==> src/acq_pkg.sv <==
`default_nettype none

package acq_pkg;

  ////////////////////////////////////////////////////////////////////////////
  // widths
  ////////////////////////////////////////////////////////////////////////////

  // raw converter word, top 14 bits carry the sample
  localparam int unsigned ADC_RAW_W  = 16;
  localparam int unsigned SMP_W      = 14;
  // calibration gain, 16384 is unity
  localparam int unsigned GAIN_W     = 16;
  localparam int unsigned GAIN_SHIFT = 14;
  // free running time stamp
  localparam int unsigned TS_W       = 64;
  // debounce length in adc_clk cycles
  localparam int unsigned DEB_W      = 20;
  // number of samples marked after the trigger
  localparam int unsigned POST_W     = 16;

  ////////////////////////////////////////////////////////////////////////////
  // types
  ////////////////////////////////////////////////////////////////////////////

  typedef logic        [ADC_RAW_W-1:0] adc_raw_t;
  typedef logic signed [SMP_W-1:0]     smp_t;
  typedef logic signed [GAIN_W-1:0]    gain_t;
  typedef logic signed [SMP_W-1:0]     offset_t;
  typedef logic        [TS_W-1:0]      ts_t;
  typedef logic        [DEB_W-1:0]     deb_len_t;
  typedef logic        [POST_W-1:0]    post_len_t;

  // saturation limits of a sample
  localparam smp_t SMP_MAX = {1'b0, {(SMP_W-1){1'b1}}};
  localparam smp_t SMP_MIN = {1'b1, {(SMP_W-1){1'b0}}};

  // acquisition controller states
  typedef enum logic [1:0] {
    ACQ_IDLE  = 2'd0,
    ACQ_ARMED = 2'd1,
    ACQ_POST  = 2'd2,
    ACQ_DONE  = 2'd3
  } acq_state_t;

endpackage : acq_pkg

`default_nettype wire

==> src/adc_frontend.sv <==
`timescale 1ns/1ns
`default_nettype none

module adc_frontend import acq_pkg::*; (
  // clock and reset
  input  logic     adc_clk,
  input  logic     top_rst,
  // raw converter word
  input  adc_raw_t adc_dat_i,
  // signed sample, one cycle later
  output smp_t     smp_o
);

  ////////////////////////////////////////////////////////////////////////////
  // offset binary to two's complement
  ////////////////////////////////////////////////////////////////////////////

  // converted word before the register
  smp_t smp_cnv;

  // sign bit passes as is
  // remaining bits are inverted, which also flips the slope
  // two lowest bits of the 16 bit word are reserved
  assign smp_cnv = {adc_dat_i[ADC_RAW_W-1],
                    ~adc_dat_i[ADC_RAW_W-2:ADC_RAW_W-SMP_W]};

  ////////////////////////////////////////////////////////////////////////////
  // input register
  ////////////////////////////////////////////////////////////////////////////

  // meant to land in the IO block registers
  smp_t smp_q;

  always_ff @(posedge adc_clk or posedge top_rst) begin
    if (top_rst) begin
      smp_q <= '0;
    end else begin
      smp_q <= smp_cnv;
    end
  end

  // straight out of the register
  assign smp_o = smp_q;

endmodule : adc_frontend

`default_nettype wire

==> src/calib_linear.sv <==
`timescale 1ns/1ns
`default_nettype none

module calib_linear import acq_pkg::*; (
  // clock and reset
  input  logic    adc_clk,
  input  logic    top_rst,
  // converted sample
  input  smp_t    smp_i,
  // calibration settings
  input  gain_t   gain_i,
  input  offset_t offset_i,
  // calibrated sample, two cycles later
  output smp_t    smp_o
);

  ////////////////////////////////////////////////////////////////////////////
  // stage one, gain
  ////////////////////////////////////////////////////////////////////////////

  // full width product, no rounding yet
  logic signed [SMP_W+GAIN_W-1:0] prod_q;

  always_ff @(posedge adc_clk or posedge top_rst) begin
    if (top_rst) begin
      prod_q <= '0;
    end else begin
      prod_q <= smp_i * gain_i;
    end
  end

  ////////////////////////////////////////////////////////////////////////////
  // stage two, offset and saturation
  ////////////////////////////////////////////////////////////////////////////

  // product scaled back, unity gain leaves the sample unchanged
  logic signed [SMP_W+GAIN_W-1:0] prod_sh;
  // one extra bit so the sum never wraps
  logic signed [SMP_W+GAIN_W:0]   sum;
  // clamp flags
  logic                           pos_ovf;
  logic                           neg_ovf;
  smp_t                           smp_q;

  assign prod_sh = prod_q >>> GAIN_SHIFT;
  // offset is sign extended by the signed add
  assign sum     = prod_sh + offset_i;

  assign pos_ovf = (sum > SMP_MAX);
  assign neg_ovf = (sum < SMP_MIN);

  always_ff @(posedge adc_clk or posedge top_rst) begin
    if (top_rst) begin
      smp_q <= '0;
    end else if (pos_ovf) begin
      smp_q <= SMP_MAX;
    end else if (neg_ovf) begin
      smp_q <= SMP_MIN;
    end else begin
      smp_q <= sum[SMP_W-1:0];
    end
  end

  assign smp_o = smp_q;

  // the two clamps exclude each other for any gain and offset
  a_clamp_excl : assert property (
    @(posedge adc_clk) disable iff (top_rst)
    !(pos_ovf && neg_ovf)
  );

endmodule : calib_linear

`default_nettype wire

==> src/trigger_debounce.sv <==
`timescale 1ns/1ns
`default_nettype none

module trigger_debounce import acq_pkg::*; (
  // clock and reset
  input  logic     adc_clk,
  input  logic     top_rst,
  // asynchronous connector pin
  input  logic     pin_i,
  // cycles a change must hold
  input  deb_len_t deb_len_i,
  // debounced level and its edges
  output logic     lvl_o,
  output logic     rise_o,
  output logic     fall_o
);

  ////////////////////////////////////////////////////////////////////////////
  // synchronizer
  ////////////////////////////////////////////////////////////////////////////

  // two flops, the pin has no relation to adc_clk
  logic [1:0] sync_q;
  logic       din;

  always_ff @(posedge adc_clk or posedge top_rst) begin
    if (top_rst) begin
      sync_q <= '0;
    end else begin
      sync_q <= {sync_q[0], pin_i};
    end
  end

  assign din = sync_q[1];

  ////////////////////////////////////////////////////////////////////////////
  // debounce timer
  ////////////////////////////////////////////////////////////////////////////

  deb_len_t cnt_q;
  deb_len_t cnt_nxt;
  logic     lvl_q;
  logic     flip;
  logic     rise_q;
  logic     fall_q;

  // cycles the input has differed so far, this one included
  assign cnt_nxt = cnt_q + 1'b1;
  // input differs and has held long enough
  assign flip    = (din != lvl_q) && (cnt_nxt >= deb_len_i);

  always_ff @(posedge adc_clk or posedge top_rst) begin
    if (top_rst) begin
      cnt_q  <= '0;
      lvl_q  <= 1'b0;
      rise_q <= 1'b0;
      fall_q <= 1'b0;
    end else begin
      // a glitch back to the stable level restarts the timer
      if ((din == lvl_q) || flip) begin
        cnt_q <= '0;
      end else begin
        cnt_q <= cnt_nxt;
      end
      if (flip) begin
        lvl_q <= din;
      end
      // edge pulses registered with the level itself
      rise_q <= flip &  din;
      fall_q <= flip & ~din;
    end
  end

  assign lvl_o  = lvl_q;
  assign rise_o = rise_q;
  assign fall_o = fall_q;

  // a single flip never produces both edges
  a_edge_excl : assert property (
    @(posedge adc_clk) disable iff (top_rst)
    !(rise_o && fall_o)
  );

endmodule : trigger_debounce

`default_nettype wire

==> src/acq_ctrl.sv <==
`timescale 1ns/1ns
`default_nettype none

module acq_ctrl import acq_pkg::*; (
  // clock and reset
  input  logic      adc_clk,
  input  logic      top_rst,
  // software control
  input  logic      arm_i,
  input  logic      sw_trg_i,
  // external trigger enable and edge select, high selects falling
  input  logic      ext_en_i,
  input  logic      ext_edge_i,
  // debounced edges
  input  logic      rise_i,
  input  logic      fall_i,
  // post trigger sample count
  input  post_len_t post_len_i,
  // status and sample marking
  output logic      armed_o,
  output logic      trg_o,
  output ts_t       trg_ts_o,
  output logic      smp_vld_o,
  output logic      done_o
);

  ////////////////////////////////////////////////////////////////////////////
  // time stamp
  ////////////////////////////////////////////////////////////////////////////

  // zero in the first cycle out of reset
  ts_t cts_q;
  ts_t cts_nxt;

  assign cts_nxt = cts_q + 1'b1;

  always_ff @(posedge adc_clk or posedge top_rst) begin
    if (top_rst) begin
      cts_q <= '0;
    end else begin
      cts_q <= cts_nxt;
    end
  end

  ////////////////////////////////////////////////////////////////////////////
  // trigger source
  ////////////////////////////////////////////////////////////////////////////

  logic ext_trg;
  logic trg_in;

  assign ext_trg = ext_en_i & (ext_edge_i ? fall_i : rise_i);
  assign trg_in  = sw_trg_i | ext_trg;

  ////////////////////////////////////////////////////////////////////////////
  // FSM
  ////////////////////////////////////////////////////////////////////////////

  acq_state_t state_q;
  // samples still to mark
  post_len_t  cnt_q;
  logic       trg_q;
  ts_t        trg_ts_q;

  always_ff @(posedge adc_clk or posedge top_rst) begin
    if (top_rst) begin
      state_q  <= ACQ_IDLE;
      cnt_q    <= '0;
      trg_q    <= 1'b0;
      trg_ts_q <= '0;
    end else begin
      // trigger pulse lasts one cycle
      trg_q <= 1'b0;
      case (state_q)
        ACQ_IDLE, ACQ_DONE: begin
          if (arm_i) begin
            state_q <= ACQ_ARMED;
          end
        end
        ACQ_ARMED: begin
          if (trg_in) begin
            state_q  <= ACQ_POST;
            trg_q    <= 1'b1;
            // stamp matches cts in the cycle trg_o is high
            trg_ts_q <= cts_nxt;
            cnt_q    <= post_len_i;
          end
        end
        ACQ_POST: begin
          if (trg_q) begin
            // zero length goes straight to done
            if (cnt_q == '0) begin
              state_q <= ACQ_DONE;
            end
          end else begin
            cnt_q <= cnt_q - 1'b1;
            // last marked sample
            if (cnt_q == post_len_t'(1)) begin
              state_q <= ACQ_DONE;
            end
          end
        end
        default: begin
          state_q <= ACQ_IDLE;
        end
      endcase
    end
  end

  // status from the state
  assign armed_o   = (state_q == ACQ_ARMED);
  assign done_o    = (state_q == ACQ_DONE);
  // trigger cycle itself carries no valid sample
  assign smp_vld_o = (state_q == ACQ_POST) && !trg_q;
  assign trg_o     = trg_q;
  assign trg_ts_o  = trg_ts_q;

  // valid only inside POST, and never in the cycle POST is entered
  a_vld_in_post : assert property (
    @(posedge adc_clk) disable iff (top_rst)
    smp_vld_o |-> (state_q == ACQ_POST) && $past(state_q == ACQ_POST)
  );

  // one trigger per arm
  a_trg_pulse : assert property (
    @(posedge adc_clk) disable iff (top_rst)
    trg_o |=> !trg_o
  );

endmodule : acq_ctrl

`default_nettype wire

==> src/acq_top.sv <==
`timescale 1ns/1ns
`default_nettype none

module acq_top import acq_pkg::*; (
  // clock and reset
  input  logic      adc_clk,
  input  logic      top_rst,
  // ADC
  input  adc_raw_t  adc_dat_i,
  // calibration
  input  gain_t     gain_i,
  input  offset_t   offset_i,
  // expansion connector trigger pin
  input  logic      exp_pin_i,
  input  deb_len_t  deb_len_i,
  // acquisition control
  input  logic      arm_i,
  input  logic      sw_trg_i,
  input  logic      ext_en_i,
  input  logic      ext_edge_i,
  input  post_len_t post_len_i,
  // sample stream
  output smp_t      smp_dat_o,
  output logic      smp_vld_o,
  // trigger and status
  output logic      trg_o,
  output ts_t       trg_ts_o,
  output logic      armed_o,
  output logic      done_o,
  output logic      ext_lvl_o
);

  ////////////////////////////////////////////////////////////////////////////
  // data path
  ////////////////////////////////////////////////////////////////////////////

  // converted, not yet calibrated
  smp_t adc_smp;

  adc_frontend adc_frontend_i (
    .adc_clk   (adc_clk),
    .top_rst   (top_rst),
    .adc_dat_i (adc_dat_i),
    .smp_o     (adc_smp)
  );

  calib_linear calib_linear_i (
    .adc_clk  (adc_clk),
    .top_rst  (top_rst),
    .smp_i    (adc_smp),
    .gain_i   (gain_i),
    .offset_i (offset_i),
    .smp_o    (smp_dat_o)
  );

  ////////////////////////////////////////////////////////////////////////////
  // trigger and control
  ////////////////////////////////////////////////////////////////////////////

  // debounced pin edges
  logic ext_rise;
  logic ext_fall;

  trigger_debounce trigger_debounce_i (
    .adc_clk   (adc_clk),
    .top_rst   (top_rst),
    .pin_i     (exp_pin_i),
    .deb_len_i (deb_len_i),
    .lvl_o     (ext_lvl_o),
    .rise_o    (ext_rise),
    .fall_o    (ext_fall)
  );

  acq_ctrl acq_ctrl_i (
    .adc_clk    (adc_clk),
    .top_rst    (top_rst),
    .arm_i      (arm_i),
    .sw_trg_i   (sw_trg_i),
    .ext_en_i   (ext_en_i),
    .ext_edge_i (ext_edge_i),
    .rise_i     (ext_rise),
    .fall_i     (ext_fall),
    .post_len_i (post_len_i),
    .armed_o    (armed_o),
    .trg_o      (trg_o),
    .trg_ts_o   (trg_ts_o),
    .smp_vld_o  (smp_vld_o),
    .done_o     (done_o)
  );

endmodule : acq_top

`default_nettype wire

==> config.mk <==
export PLATFORM = sky130hd
export DESIGN_NAME = acq_top
export DESIGN_NICKNAME = d
export VERILOG_FILES = /design/src/acq_pkg.sv /design/src/adc_frontend.sv /design/src/calib_linear.sv /design/src/trigger_debounce.sv /design/src/acq_ctrl.sv /design/src/acq_top.sv
export SDC_FILE = /design/constraint.sdc
export NUM_CORES = 1
export LEC_CHECK = 0
export ABC_AREA = 1
export BUFFER_PORTS_ARGS = -buffer_cell sky130_fd_sc_hd__buf_4
export CELL_PAD_IN_SITES_DETAIL_PLACEMENT = 0
export CELL_PAD_IN_SITES_GLOBAL_PLACEMENT = 1
export CORE_UTILIZATION = 46
export DETAILED_ROUTE_END_ITERATION = 8
export GPL_ROUTABILITY_DRIVEN = 0
export PLACE_DENSITY_LB_ADDON = 0.05
export SLEW_MARGIN = 20
export SYNTH_ARGS = -nofsm -noshare
export SYNTH_HDL_FRONTEND = slang
export SYNTH_SLANG_ARGS = --single-unit
==> constraint.sdc <==
create_clock -name adc_clk -period 8.6 [get_ports adc_clk]
set_input_delay 0.43 -clock adc_clk [delete_from_list [all_inputs] [get_ports adc_clk]]
set_output_delay 0.43 -clock adc_clk [all_outputs]
set_load 0.03 [all_outputs]
Word-level counts from Yosys, hierarchy flattened

Index checks and enable logic that the tools add are counted.

Add/subtract/negate cells: 4
$mul: 1
$lt $le $gt $ge: 3
Eq/ne operators: 11
Mux-type cells: 15
Bitwise gates (word level): 6
Reduce and logical (&&, ||, !) cells: 11

Operators by type and width:

| operator                | count |
|---|---|
| $add A64 B1 Y64 const B | 1 |
| $mux W16                | 2 |
| $pmux W16 S2            | 1 |
| $gt A31 B14 Y1 const B  | 1 |
| $lt A31 B14 Y1 const B  | 1 |
| $mul A14 B16 Y30        | 1 |
| $mux W14                | 2 |
| $add A20 B1 Y20 const B | 1 |
| $ge A20 B20 Y1          | 1 |
| $mux W20                | 1 |
| $add A16 B14 Y17        | 1 |
| $eq A16 B1 Y1 const B   | 1 |
| $logic_not A16 Y1       | 1 |
| $sub A16 B1 Y16 const B | 1 |
| $not A13 Y13            | 1 |
| $mux W2                 | 5 |
| $pmux W2 S3             | 1 |
| $eq A2 B2 Y1 const B    | 2 |
| $ne A2 B2 Y1 const B    | 2 |
| $reduce_and A4 Y1       | 1 |
| $and A1 B1 Y1           | 3 |
| $mux W1                 | 3 |
| $ne A3 B1 Y1 const B    | 1 |
| $ne A3 B3 Y1 const B    | 1 |
| other kinds (14)        | 15 |

Bits in registers: 230
Output and inout bits: 83
Logic and storage cells: 64

Depth between registers and ports, before layout

Gate-level depths: netlist (run 1).

Depth in word-level cells: 5
Gate-level depth with buffers: 27
Depth with buffers taken out: 25

By module

From an unflattened synthesis (run 1), not the netlist that was laid out.

Cell total of the unflattened synthesis: 2732
Area total of the unflattened synthesis: 20561.0 µm²

Modules (own cells, without submodules):

| module           | instances | cells each | area each (µm²) | sequential area each (µm²) |
|---|---|---|---|---|
| calib_linear     | 1         | 1409       | 10677.7         | 750.7 |
| acq_ctrl         | 1         | 1006       | 7492.2          | 3678.5 |
| trigger_debounce | 1         | 289        | 1988.2          | 625.6 |
| adc_frontend     | 1         | 28         | 402.9           | 350.3 |

Worst setup path before layout (run 1)

OpenSTA, ideal clock, no wires.

Path type: flip-flop to flip-flop
Start point: reg adc_frontend_i.smp_q[3] (netlist: adc_frontend_i.smp_o[3])
End point: reg calib_linear_i.prod_q[24]
Library setup time: 124 ps
Arrival time: 5645 ps
Data required time: 8476 ps
Path slack: 2831 ps
Stages on the path, launching flop included: 19
Buffers on the path: 2
Path through: dfrtp_1 -> clkbuf_1 -> clkbuf_1 -> nand2_1 -> fa_1 -> inv_1 -> fa_1 -> inv_1 -> fa_1 -> fa_1 -> fa_1 -> inv_1 -> fa_1 -> ha_1 -> a21o_1 -> a21oi_1 -> a21boi_0 -> nand3_1 -> xor2_1

Word-level cells in the longest chain between the ends: 1

Ends and longest elaborated chain:

| what                     | RTL line           | text |
|---|---|---|
| start: declaration       | adc_frontend.sv:32 | `smp_t smp_q;` |
| start signal: assignment | adc_frontend.sv:38 | `smp_q <= smp_cnv;` |
| $mul A14 B16 Y30         | calib_linear.sv:28 | `prod_q <= smp_i * gain_i;` |
| end signal: assignment   | calib_linear.sv:28 |  |
| end: declaration         | calib_linear.sv:22 | `logic signed [SMP_W+GAIN_W-1:0] prod_q;` |

No other way between the ends.
A chain may end at the register's enable or synchronous reset.

Worst setup path in the final report (run 1)

Start point: reg adc_frontend_i.smp_q[2] (netlist: adc_frontend_i.smp_o[2])
End point: reg calib_linear_i.prod_q[29]

Same word-level chain as after synthesis.

==> results of run 1 <==
==> synthesized netlist by cell type, types with 6 or more instances <==
| cell type | n |
|---|---|
| sky130_fd_sc_hd__nor2_2 | 9 |
| sky130_fd_sc_hd__nand2_1 | 750 |
| sky130_fd_sc_hd__dfrtp_1 | 216 |
| sky130_fd_sc_hd__fa_1 | 219 |
| sky130_fd_sc_hd__nor2_1 | 166 |
| sky130_fd_sc_hd__a31oi_1 | 13 |
| sky130_fd_sc_hd__a21oi_1 | 49 |
| sky130_fd_sc_hd__or2_2 | 7 |
| sky130_fd_sc_hd__nand3_1 | 73 |
| sky130_fd_sc_hd__o22ai_1 | 8 |
| sky130_fd_sc_hd__o211ai_1 | 6 |
| sky130_fd_sc_hd__nand4_1 | 37 |
| sky130_fd_sc_hd__ha_1 | 112 |
| sky130_fd_sc_hd__clkbuf_1 | 57 |
| sky130_fd_sc_hd__inv_1 | 586 |
| sky130_fd_sc_hd__xor2_1 | 71 |
| sky130_fd_sc_hd__xnor2_1 | 29 |
| sky130_fd_sc_hd__o21ai_0 | 41 |
| sky130_fd_sc_hd__nor3_1 | 74 |
==> through the flow <==
stage	hold WS [ps]	utilization	cell area, sq um	cells
CTS	1.66	0.532	22900	3341
finish	-62.7	0.532	22900	3341
detailed placement	340	0.508	21900	3281
global route	7.17	0.532	22900	3341
floorplan	331	-	20100	2587
global placement	335	0.508	21900	3281
==> power groups by stage <==
stage               combinational, mW  clock [mW]  sequential [mW]
floorplan                        5.19           0             1.46
global placement                 7.15           0             1.38
detailed placement               7.20           0             1.38
CTS                              7.25        1.24             1.36
global route                     8.18        1.28             1.38
finish                           7.08        1.21             1.36
==> cells by family (layout without fill, tap and decap cells) <==
logic type | count (synthesis) | in the layout | synth area share
DFF | 216 | 216 | 0.269
AOI/OAI and AO/OA | 141 | 141 | 0.0406
buffers and inverters | 656 | 825 | 0.123
adders and majority gates | 331 | 331 | 0.288
xor gates and xnor gates | 100 | 100 | 0.0436
and+or+nand+nor | 1143 | 1143 | 0.235
==> flip-flops by register name, indices dropped and copies added, names as in the netlist <==
signal	cells
acq_ctrl_i.cnt_q	16
acq_ctrl_i.cts_q	64
acq_ctrl_i.state_q	2
acq_ctrl_i.trg_o	1
acq_ctrl_i.trg_ts_o	64
adc_frontend_i.smp_o	14
calib_linear_i.prod_q	16
calib_linear_i.smp_o	14
trigger_debounce_i.cnt_q	20
trigger_debounce_i.fall_o	1
trigger_debounce_i.lvl_o	1
trigger_debounce_i.rise_o	1
trigger_debounce_i.sync_q	2
==> critical path: cells and delay by family, from the launching register on <==
| family | cells | cell delay [ps] |
|---|---|---|
| AOI/OAI and AO/OA | 4 | 840 |
| adders and majority gates | 7 | 3910 |
| buffers and inverters | 4 | 250 |
| and+or+nand+nor | 4 | 400 |
| DFF | 1 | 800 |
==> worst max-delay path by stage <==
stage,cells after the start,endpoint
final,19,calib_linear_i.prod_q[29]
after global routing,20,calib_linear_i.prod_q[29]
after CTS,19,calib_linear_i.prod_q[29]
after detailed placement,19,calib_linear_i.prod_q[29]
after global placement,19,calib_linear_i.prod_q[29]
after floorplan,1,acq_ctrl_i.cnt_q[0]
==> layer usage <==
| metal | share of wire | up-vias | GRT usage |
|---|---|---|---|
| li1 | - | 8014 | - |
| met1 | 0.42 | 7997 | 0.306 |
| met2 | 0.52 | 317 | 0.438 |
| met3 | 0.037 | 75 | 0.0199 |
| met4 | 0.024 | 0 | 0.0662 |
| met5 | 0 | - | 0 |
==> cell type report <==
cell class	count	area [sq um]
Clock inverter	14	204
Inverter	591	2230
Tap cell	585	732
Multi-Input combinational cell	1715	12200
Sequential cell	216	5410
Timing Repair Buffer	185	1420
Clock buffer	35	736
Fill cell	4237	20200
==> summary.log, run 1 <==
[power] power density normalized to cell area 421 mW/mm^2
[die] number of ports placed on the die boundary 172
[critical_path] arrival time reported for the critical path endpoint 6770 ps
[synth] number of storage elements in the synthesis netlist 216
[timing] share of the cycle needed by the critical path after routing 0.733
[cts] Worst-Skew Late Latency 580 ps
[cts] clock tree from TritonCTS done
[routing] post-detailed-route count of antenna-violating nets 0
[cells_and_area] diode count 0
[synth] number of standard cells after synthesis 2587
[place] number of port buffers 169
[timing] RSZ-0062 raised after global routing no
[critical_path] r2r worst-path depth 19
[timing] number of slew-limit violations in the final report 0
[routing] per-cell routed wire length 15.3 um
[global_routing] overall track demand over capacity in global routing 0.241
[cts] number of buffers added by the clock tree synthesis step 27
[routing] number of DRC violations after detailed-routing iteration 0 965
[critical_path] critical path launch point adc_frontend_i.smp_o[2]
[die] starting utilization of the core area 0.466
[synth] combined area of all synthesized cells 0.0201 sq mm
[outcome] outcome finished, violations left
[power] sequential cell fraction of total power 0.141
[timing] post-layout min period 6300 ps
[power] logic gate share of total power 0.733
[critical_path] capturing element type of the critical path flip-flop
[timing] hold slack -62.7 ps
[critical_path] internal reg-to-reg setup slack 2300 ps
[cells_and_area] proportion of layout cells with a drive suffix above 1 0.0933
[power] switching share of total power 0.526
[cts] Post-CTS Hold Buffers 11
[cells_and_area] area growth from synthesis to layout 14.1%
[power] leakage power summed over all cells 12.7 nW
[cts] post-CTS setup buffers 0
[routing] Total Routed Length 51.2 mm
[cts] maximum level of the CTS H-tree 1
[synth] cell type contributing the most total cell area after synthesis sky130_fd_sc_hd__dfrtp_1
[timing] total negative slack 0 ps
[synth] dominant synthesized flop cell sky130_fd_sc_hd__dfrtp_1
[timing] final count of negative-setup-slack endpoints 0
[place] minimum setup slack after placement 2220 ps
[power] internal power 4.57 mW
[synth] Async S/R FF share, synth 1.00
[critical_path] startpoint type of the worst setup path flip-flop
[critical_path] Reg-to-Reg Start adc_frontend_i.smp_o[2]
[power] Final Total Pwr 9.65 mW
[die] core outline area 0.0431 sq mm
[critical_path] cell with the most instances on the worst path sky130_fd_sc_hd__fa_1
[critical_path] cell breakdown of the critical path nand2_1 -> fa_1 -> inv_1 -> fa_1 -> fa_1 -> fa_1 -> fa_1 -> inv_1 -> fa_1 -> inv_1 -> ha_1 -> a21oi_1 -> a21boi_0 -> o21a_1 -> o21ai_0 -> inv_1 -> nand2_1 -> nand2_1 -> nand2_1
[synth] share of the synthesized area in the top cell type 0.269
[global_routing] global-route wire length before repair 85.5 mm
[min_path] hold crit path type in2async
[synth] syn nets 3007
[critical_path] worst path required time 9060 ps
[critical_path] worst reg2reg path endpoint calib_linear_i.prod_q[29]
[routing] vias 16400
[outcome] violations in the final reports negative hold slack
[timing] actual transition at the worst max-transition pin 1030 ps
[critical_path] cell with the biggest individual delay on the critical path sky130_fd_sc_hd__fa_1
[routing] detailed-route vias per instance 4.91
[synth] main area contributors after synthesis sky130_fd_sc_hd__dfrtp_1 (27%), sky130_fd_sc_hd__fa_1 (22%), sky130_fd_sc_hd__nand2_1 (14%), sky130_fd_sc_hd__inv_1 (11%), sky130_fd_sc_hd__ha_1 (7.0%)
[timing] final number of hold-violating endpoints 19
[power] clock network power share 0.126
[timing] worst max-slew margin expressed relative to the limit 0.314
[timing] Clock Skew 19.9 ps
[synth] synth warn 0
[global_routing] pin count of the biggest net entering global routing 112
[die] die height 211 um
[synth] Synth Area per Inst 7.76 sq um
[cts] Clock Root Buffer sky130_fd_sc_hd__clkbuf_16
[place] hpwl dp 41.5 mm
[power] reported net switching power 5.07 mW
[critical_path] maximum fanout encountered on the critical timing path 16
[cells_and_area] leading cell type in the layout, fill and taps excluded sky130_fd_sc_hd__nand2_1
[cts] clock transition time at the flip-flop clock pins of the worst setup and hold paths 60 ps
[critical_path] slowest stage delay, CP 920 ps
[cts] number of sinks on the clock net 216
[cts] number of buffers on the longest clock path 3
[synth] proportion of synthesized chip area in sequential cells 0.269
[routing] Remaining DRCs 0
[cts] number of gates resized after cts 0
[timing] Final Worst Setup Slack 2300 ps
[synth] Post-synth EDFFs 0
[timing] maximum clock frequency 159 MHz
[critical_path] kind of critical path reg2reg
[die] number of rows in the core area 76
[die] Horiz. Die Dim 211 um
[global_routing] initial antenna violation count 0
[run] number of maximum-capacitance violations 0
[die] Die Footprint 0.0445 sq mm
[cells_and_area] NumNets Final 3156
[cells_and_area] highest-count cells in the layout ignoring fill and taps sky130_fd_sc_hd__nand2_1 (749), sky130_fd_sc_hd__inv_1 (585), sky130_fd_sc_hd__fa_1 (219)
[global_routing] total global routing overflow 0
[global_routing] vias in the first global route 16900
[routing] router iterations before antenna repair 5
[synth] number of distinct library cells after synthesis 45
[power] maximum VDD drop 0.554 mV
No activity file was read; power rests on OpenSTA's default activity.
==> inputs of run 2 (changes only) <==
--- a/config.mk
+++ b/config.mk
@@ -9,7 +9,7 @@
 export BUFFER_PORTS_ARGS = -buffer_cell sky130_fd_sc_hd__buf_4
 export CELL_PAD_IN_SITES_DETAIL_PLACEMENT = 0
 export CELL_PAD_IN_SITES_GLOBAL_PLACEMENT = 1
-export CORE_UTILIZATION = 46
+export CORE_UTILIZATION = 42
 export DETAILED_ROUTE_END_ITERATION = 8
 export GPL_ROUTABILITY_DRIVEN = 0
 export PLACE_DENSITY_LB_ADDON = 0.05
==> constraint.sdc (replaced) <==
create_clock -name adc_clk -period 5.2 [get_ports adc_clk]
set_input_delay 0.26 -clock adc_clk [delete_from_list [all_inputs] [get_ports adc_clk]]
set_output_delay 0.26 -clock adc_clk [all_outputs]
set_load 0.03 [all_outputs]
==> run 2 against run 1 <==
The run ends with design-rule violations, negative setup slack left. Die area rose by 9.4%. Final area increased by 13%. Clock skew rose by 16 ps. Hold slack improved by 100 ps. Setup slack got worse by 2400 ps. Routed wire length is 12% higher. Critical path type unchanged.
==> summary.log, run 2 (same netlist as run 1, synthesis figures left out) <==
[cells_and_area] Layout Utilization 0.551 [+0.0191]
[timing] worst max-slew margin expressed relative to the limit 0.291 [-0.0238]
[run] number of maximum-capacitance violations 0 [unchanged]
[critical_path] cell with the most instances on the worst path sky130_fd_sc_hd__fa_1
[timing] actual transition at the worst max-transition pin 1060 ps [+35.5 ps]
[critical_path] maximum fanout encountered on the critical timing path 4 [-12]
[global_routing] overall track demand over capacity in global routing 0.239 [-0.00204]
[cts] number of sinks on the clock net 216 [unchanged]
[cts] maximum level of the CTS H-tree 1 [unchanged]
[cells_and_area] NumNets Final 3352 [+6.2%]
[timing] maximum clock frequency 189 MHz [+19%]
[timing] share of the cycle needed by the critical path after routing 1.02 [+0.282]
[global_routing] pin count of the biggest net entering global routing 138 [+23%]
[critical_path] kind of critical path reg2reg
[global_routing] vias in the first global route 17700 [+4.5%]
[die] Horiz. Die Dim 221 um [+4.6%]
[critical_path] CP top delay family adder cells
[die] starting utilization of the core area 0.429 [-0.0376]
[die] core outline area 0.0469 sq mm [+8.8%]
[routing] per-cell routed wire length 16.1 um [+4.7%]
[timing] total negative slack -500 ps [-500 ps]
[routing] number of DRC violations after detailed-routing iteration 0 984 [+2.0%]
[cells_and_area] diode count 0 [unchanged]
[critical_path] Reg-to-Reg Start adc_frontend_i.smp_o[4]
[critical_path] r2r worst-path depth 20 [+1]
[cells_and_area] area growth from synthesis to layout 28.6%
[min_path] hold worst-path end acq_ctrl_i.cnt_q[13]
[critical_path] slowest stage delay, CP 540 ps [-380 ps]
[critical_path] arrival time reported for the critical path endpoint 5770 ps [-1000 ps]
[critical_path] worst path required time 5690 ps [-3370 ps]
[routing] vias 17200 [+4.6%]
[critical_path] number of buffers and inverters on the critical path 7 [+3]
[die] number of rows in the core area 79 [+3.9%]
[timing] RSZ-0062 raised after global routing yes
[timing] post-layout min period 5280 ps [-1030 ps]
[place] Post-Place Cell Area 0.0230 sq mm [+5.4%]
[outcome] violations in the final reports design-rule violations, negative setup slack
[cts] clock transition time at the flip-flop clock pins of the worst setup and hold paths 60 ps [about the same]
[cts] clock tree from TritonCTS done
[timing] number of slew-limit violations in the final report 0 [unchanged]
[routing] Remaining DRCs 17 [+17]
[place] minimum setup slack after placement -577 ps [-2800 ps]
[routing] Total Routed Length 57.2 mm [+12%]
[critical_path] cell with the biggest individual delay on the critical path sky130_fd_sc_hd__fa_1
[critical_path] cell breakdown of the critical path buf_6 -> nand2_4 -> fa_2 -> buf_4 -> fa_1 -> inv_1 -> fa_1 -> fa_1 -> fa_1 -> inv_1 -> fa_1 -> inv_1 -> ha_4 -> inv_1 -> o21bai_1 -> buf_4 -> a21oi_1 -> o21a_1 -> nand3_2 -> xor2_2
[cells_and_area] final std cell area, no fill 0.0258 sq mm [+13%]
[cts] Clock Root Buffer sky130_fd_sc_hd__clkbuf_16
[cells_and_area] proportion of layout cells with a drive suffix above 1 0.235 [+0.142]
[cells_and_area] number of fillers in the final layout 4489 [+5.9%]
[cells_and_area] highest-count cells in the layout ignoring fill and taps sky130_fd_sc_hd__nand2_1 (692), sky130_fd_sc_hd__inv_1 (538), sky130_fd_sc_hd__buf_4 (321)
[critical_path] internal reg-to-reg setup slack -80 ps [-2370 ps]
[timing] Final Worst Setup Slack -78.6 ps [-2370 ps]
[outcome] outcome finished, violations left
[die] Die Footprint 0.0487 sq mm [+9.4%]
[cts] number of buffers on the longest clock path 3 [unchanged]
[min_path] worst min-delay path startpoint post_len_i[13]
[routing] router iterations before antenna repair 7 [+2]
[timing] final count of negative-setup-slack endpoints 11 [+11]
[place] number of port buffers 169 [unchanged]
[place] hpwl dp 45.1 mm [+8.6%]
[min_path] hold crit path type in2reg
[global_routing] total global routing overflow 0 [unchanged]
[min_path] Worst Hold Depth 3
[timing] final number of hold-violating endpoints 0 [-19]
[cts] number of buffers added by the clock tree synthesis step 27 [unchanged]
[routing] post-detailed-route count of antenna-violating nets 0 [unchanged]
[die] die height 221 um [+4.6%]
[die] number of ports placed on the die boundary 172 [unchanged]
[critical_path] capturing element type of the critical path flip-flop
[critical_path] startpoint type of the worst setup path flip-flop
[routing] detailed-route vias per instance 4.82 [-1.9%]
[critical_path] worst reg2reg path endpoint calib_linear_i.prod_q[26]
[timing] Clock Skew 35.8 ps [+15.9 ps]
[global_routing] initial antenna violation count 0 [unchanged]
[cells_and_area] leading cell type in the layout, fill and taps excluded sky130_fd_sc_hd__nand2_1
[cts] Worst-Skew Late Latency 590 ps [about the same]
[global_routing] global-route wire length before repair 91.2 mm [+6.6%]
run 2: cell types whose count changed in the layout (fill, tap and decap cells not counted), moves of 24 or more:
| cell | delta |
|---|---|
| sky130_fd_sc_hd__ha_1 | -25 |
| sky130_fd_sc_hd__fa_1 | -25 |
| sky130_fd_sc_hd__fa_2 | +25 |
| sky130_fd_sc_hd__nand2_1 | -57 |
| sky130_fd_sc_hd__buf_4 | +147 |
| sky130_fd_sc_hd__nor2_1 | -33 |
| sky130_fd_sc_hd__inv_2 | +43 |
| sky130_fd_sc_hd__buf_6 | +24 |
| sky130_fd_sc_hd__nand2_2 | +38 |
| sky130_fd_sc_hd__ha_4 | +25 |
| sky130_fd_sc_hd__inv_1 | -47 |
run 2: metal layers:
metal  wire length (um)  share of wire  track usage  vias up
li1                   -              -            -     8411
met1              25400           0.44        0.316     8297
met2              27600           0.48        0.412      340
met3               2220          0.039       0.0242      102
met4               1900          0.033       0.0712        0
met5                  0              0            0        -
run 2: final cells by class:
class / instances / area (sq um) / share of cell area
multi-input cells: 1715 / 13400 / 0.519
flip-flops and latches: 216 / 5420 / 0.210
repair buffers: 381 / 3130 / 0.121
clock inverters: 20 / 205 / 0.00794
inverters: 591 / 2230 / 0.0865
well taps: 607 / 759 / 0.0294
clock buffers: 30 / 687 / 0.0266
run 2: worst max-delay path by stage:
| stage | startpoint | endpoint | slack, ps | cells past startpoint |
|---|---|---|---|---|
| 2_1_floorplan | adc_frontend_i.smp_o[12] | calib_linear_i.prod_q[19] | 2 | 22 |
| 3_3_place_gp | adc_frontend_i.smp_o[5] | calib_linear_i.prod_q[28] | -500 | 20 |
| 3_5_place_dp | adc_frontend_i.smp_o[5] | calib_linear_i.prod_q[28] | -580 | 20 |
| 4_1_cts | adc_frontend_i.smp_o[4] | calib_linear_i.prod_q[28] | -110 | 20 |
| 5_1_grt | adc_frontend_i.smp_o[4] | calib_linear_i.prod_q[22] | -290 | 25 |
| 6_report | adc_frontend_i.smp_o[4] | calib_linear_i.prod_q[26] | -80 | 20 |
run 2: tightest hold or removal path, stage by stage:
cell                      delay, ps
sky130_fd_sc_hd__buf_4           90
sky130_fd_sc_hd__o21ai_0         80
sky130_fd_sc_hd__o22ai_1        120
run 2: stage by stage:
| stage | hold WS, ps | cells |
|---|---|---|
| 2_1_floorplan | 291 | 2587 |
| 3_3_place_gp | 335 | 3437 |
| 3_5_place_dp | 341 | 3437 |
| 4_1_cts | 1.88 | 3548 |
| 5_1_grt | 31.0 | 3560 |
| 6_report | 40.5 | 3560 |
run 2: what timing repair did:
action,in CTS,in global routing
endpoints found under the hold margin,137,0
hold buffers,25,0
pin swaps,154,126
setup endpoints to repair,16,16
gates resized for setup,214,122
buffers inserted,37,15
Power of run 2 is left out: the tool's default activity adds up to more than one toggle a clock period on the data nets, which glitch-free logic cannot reach.
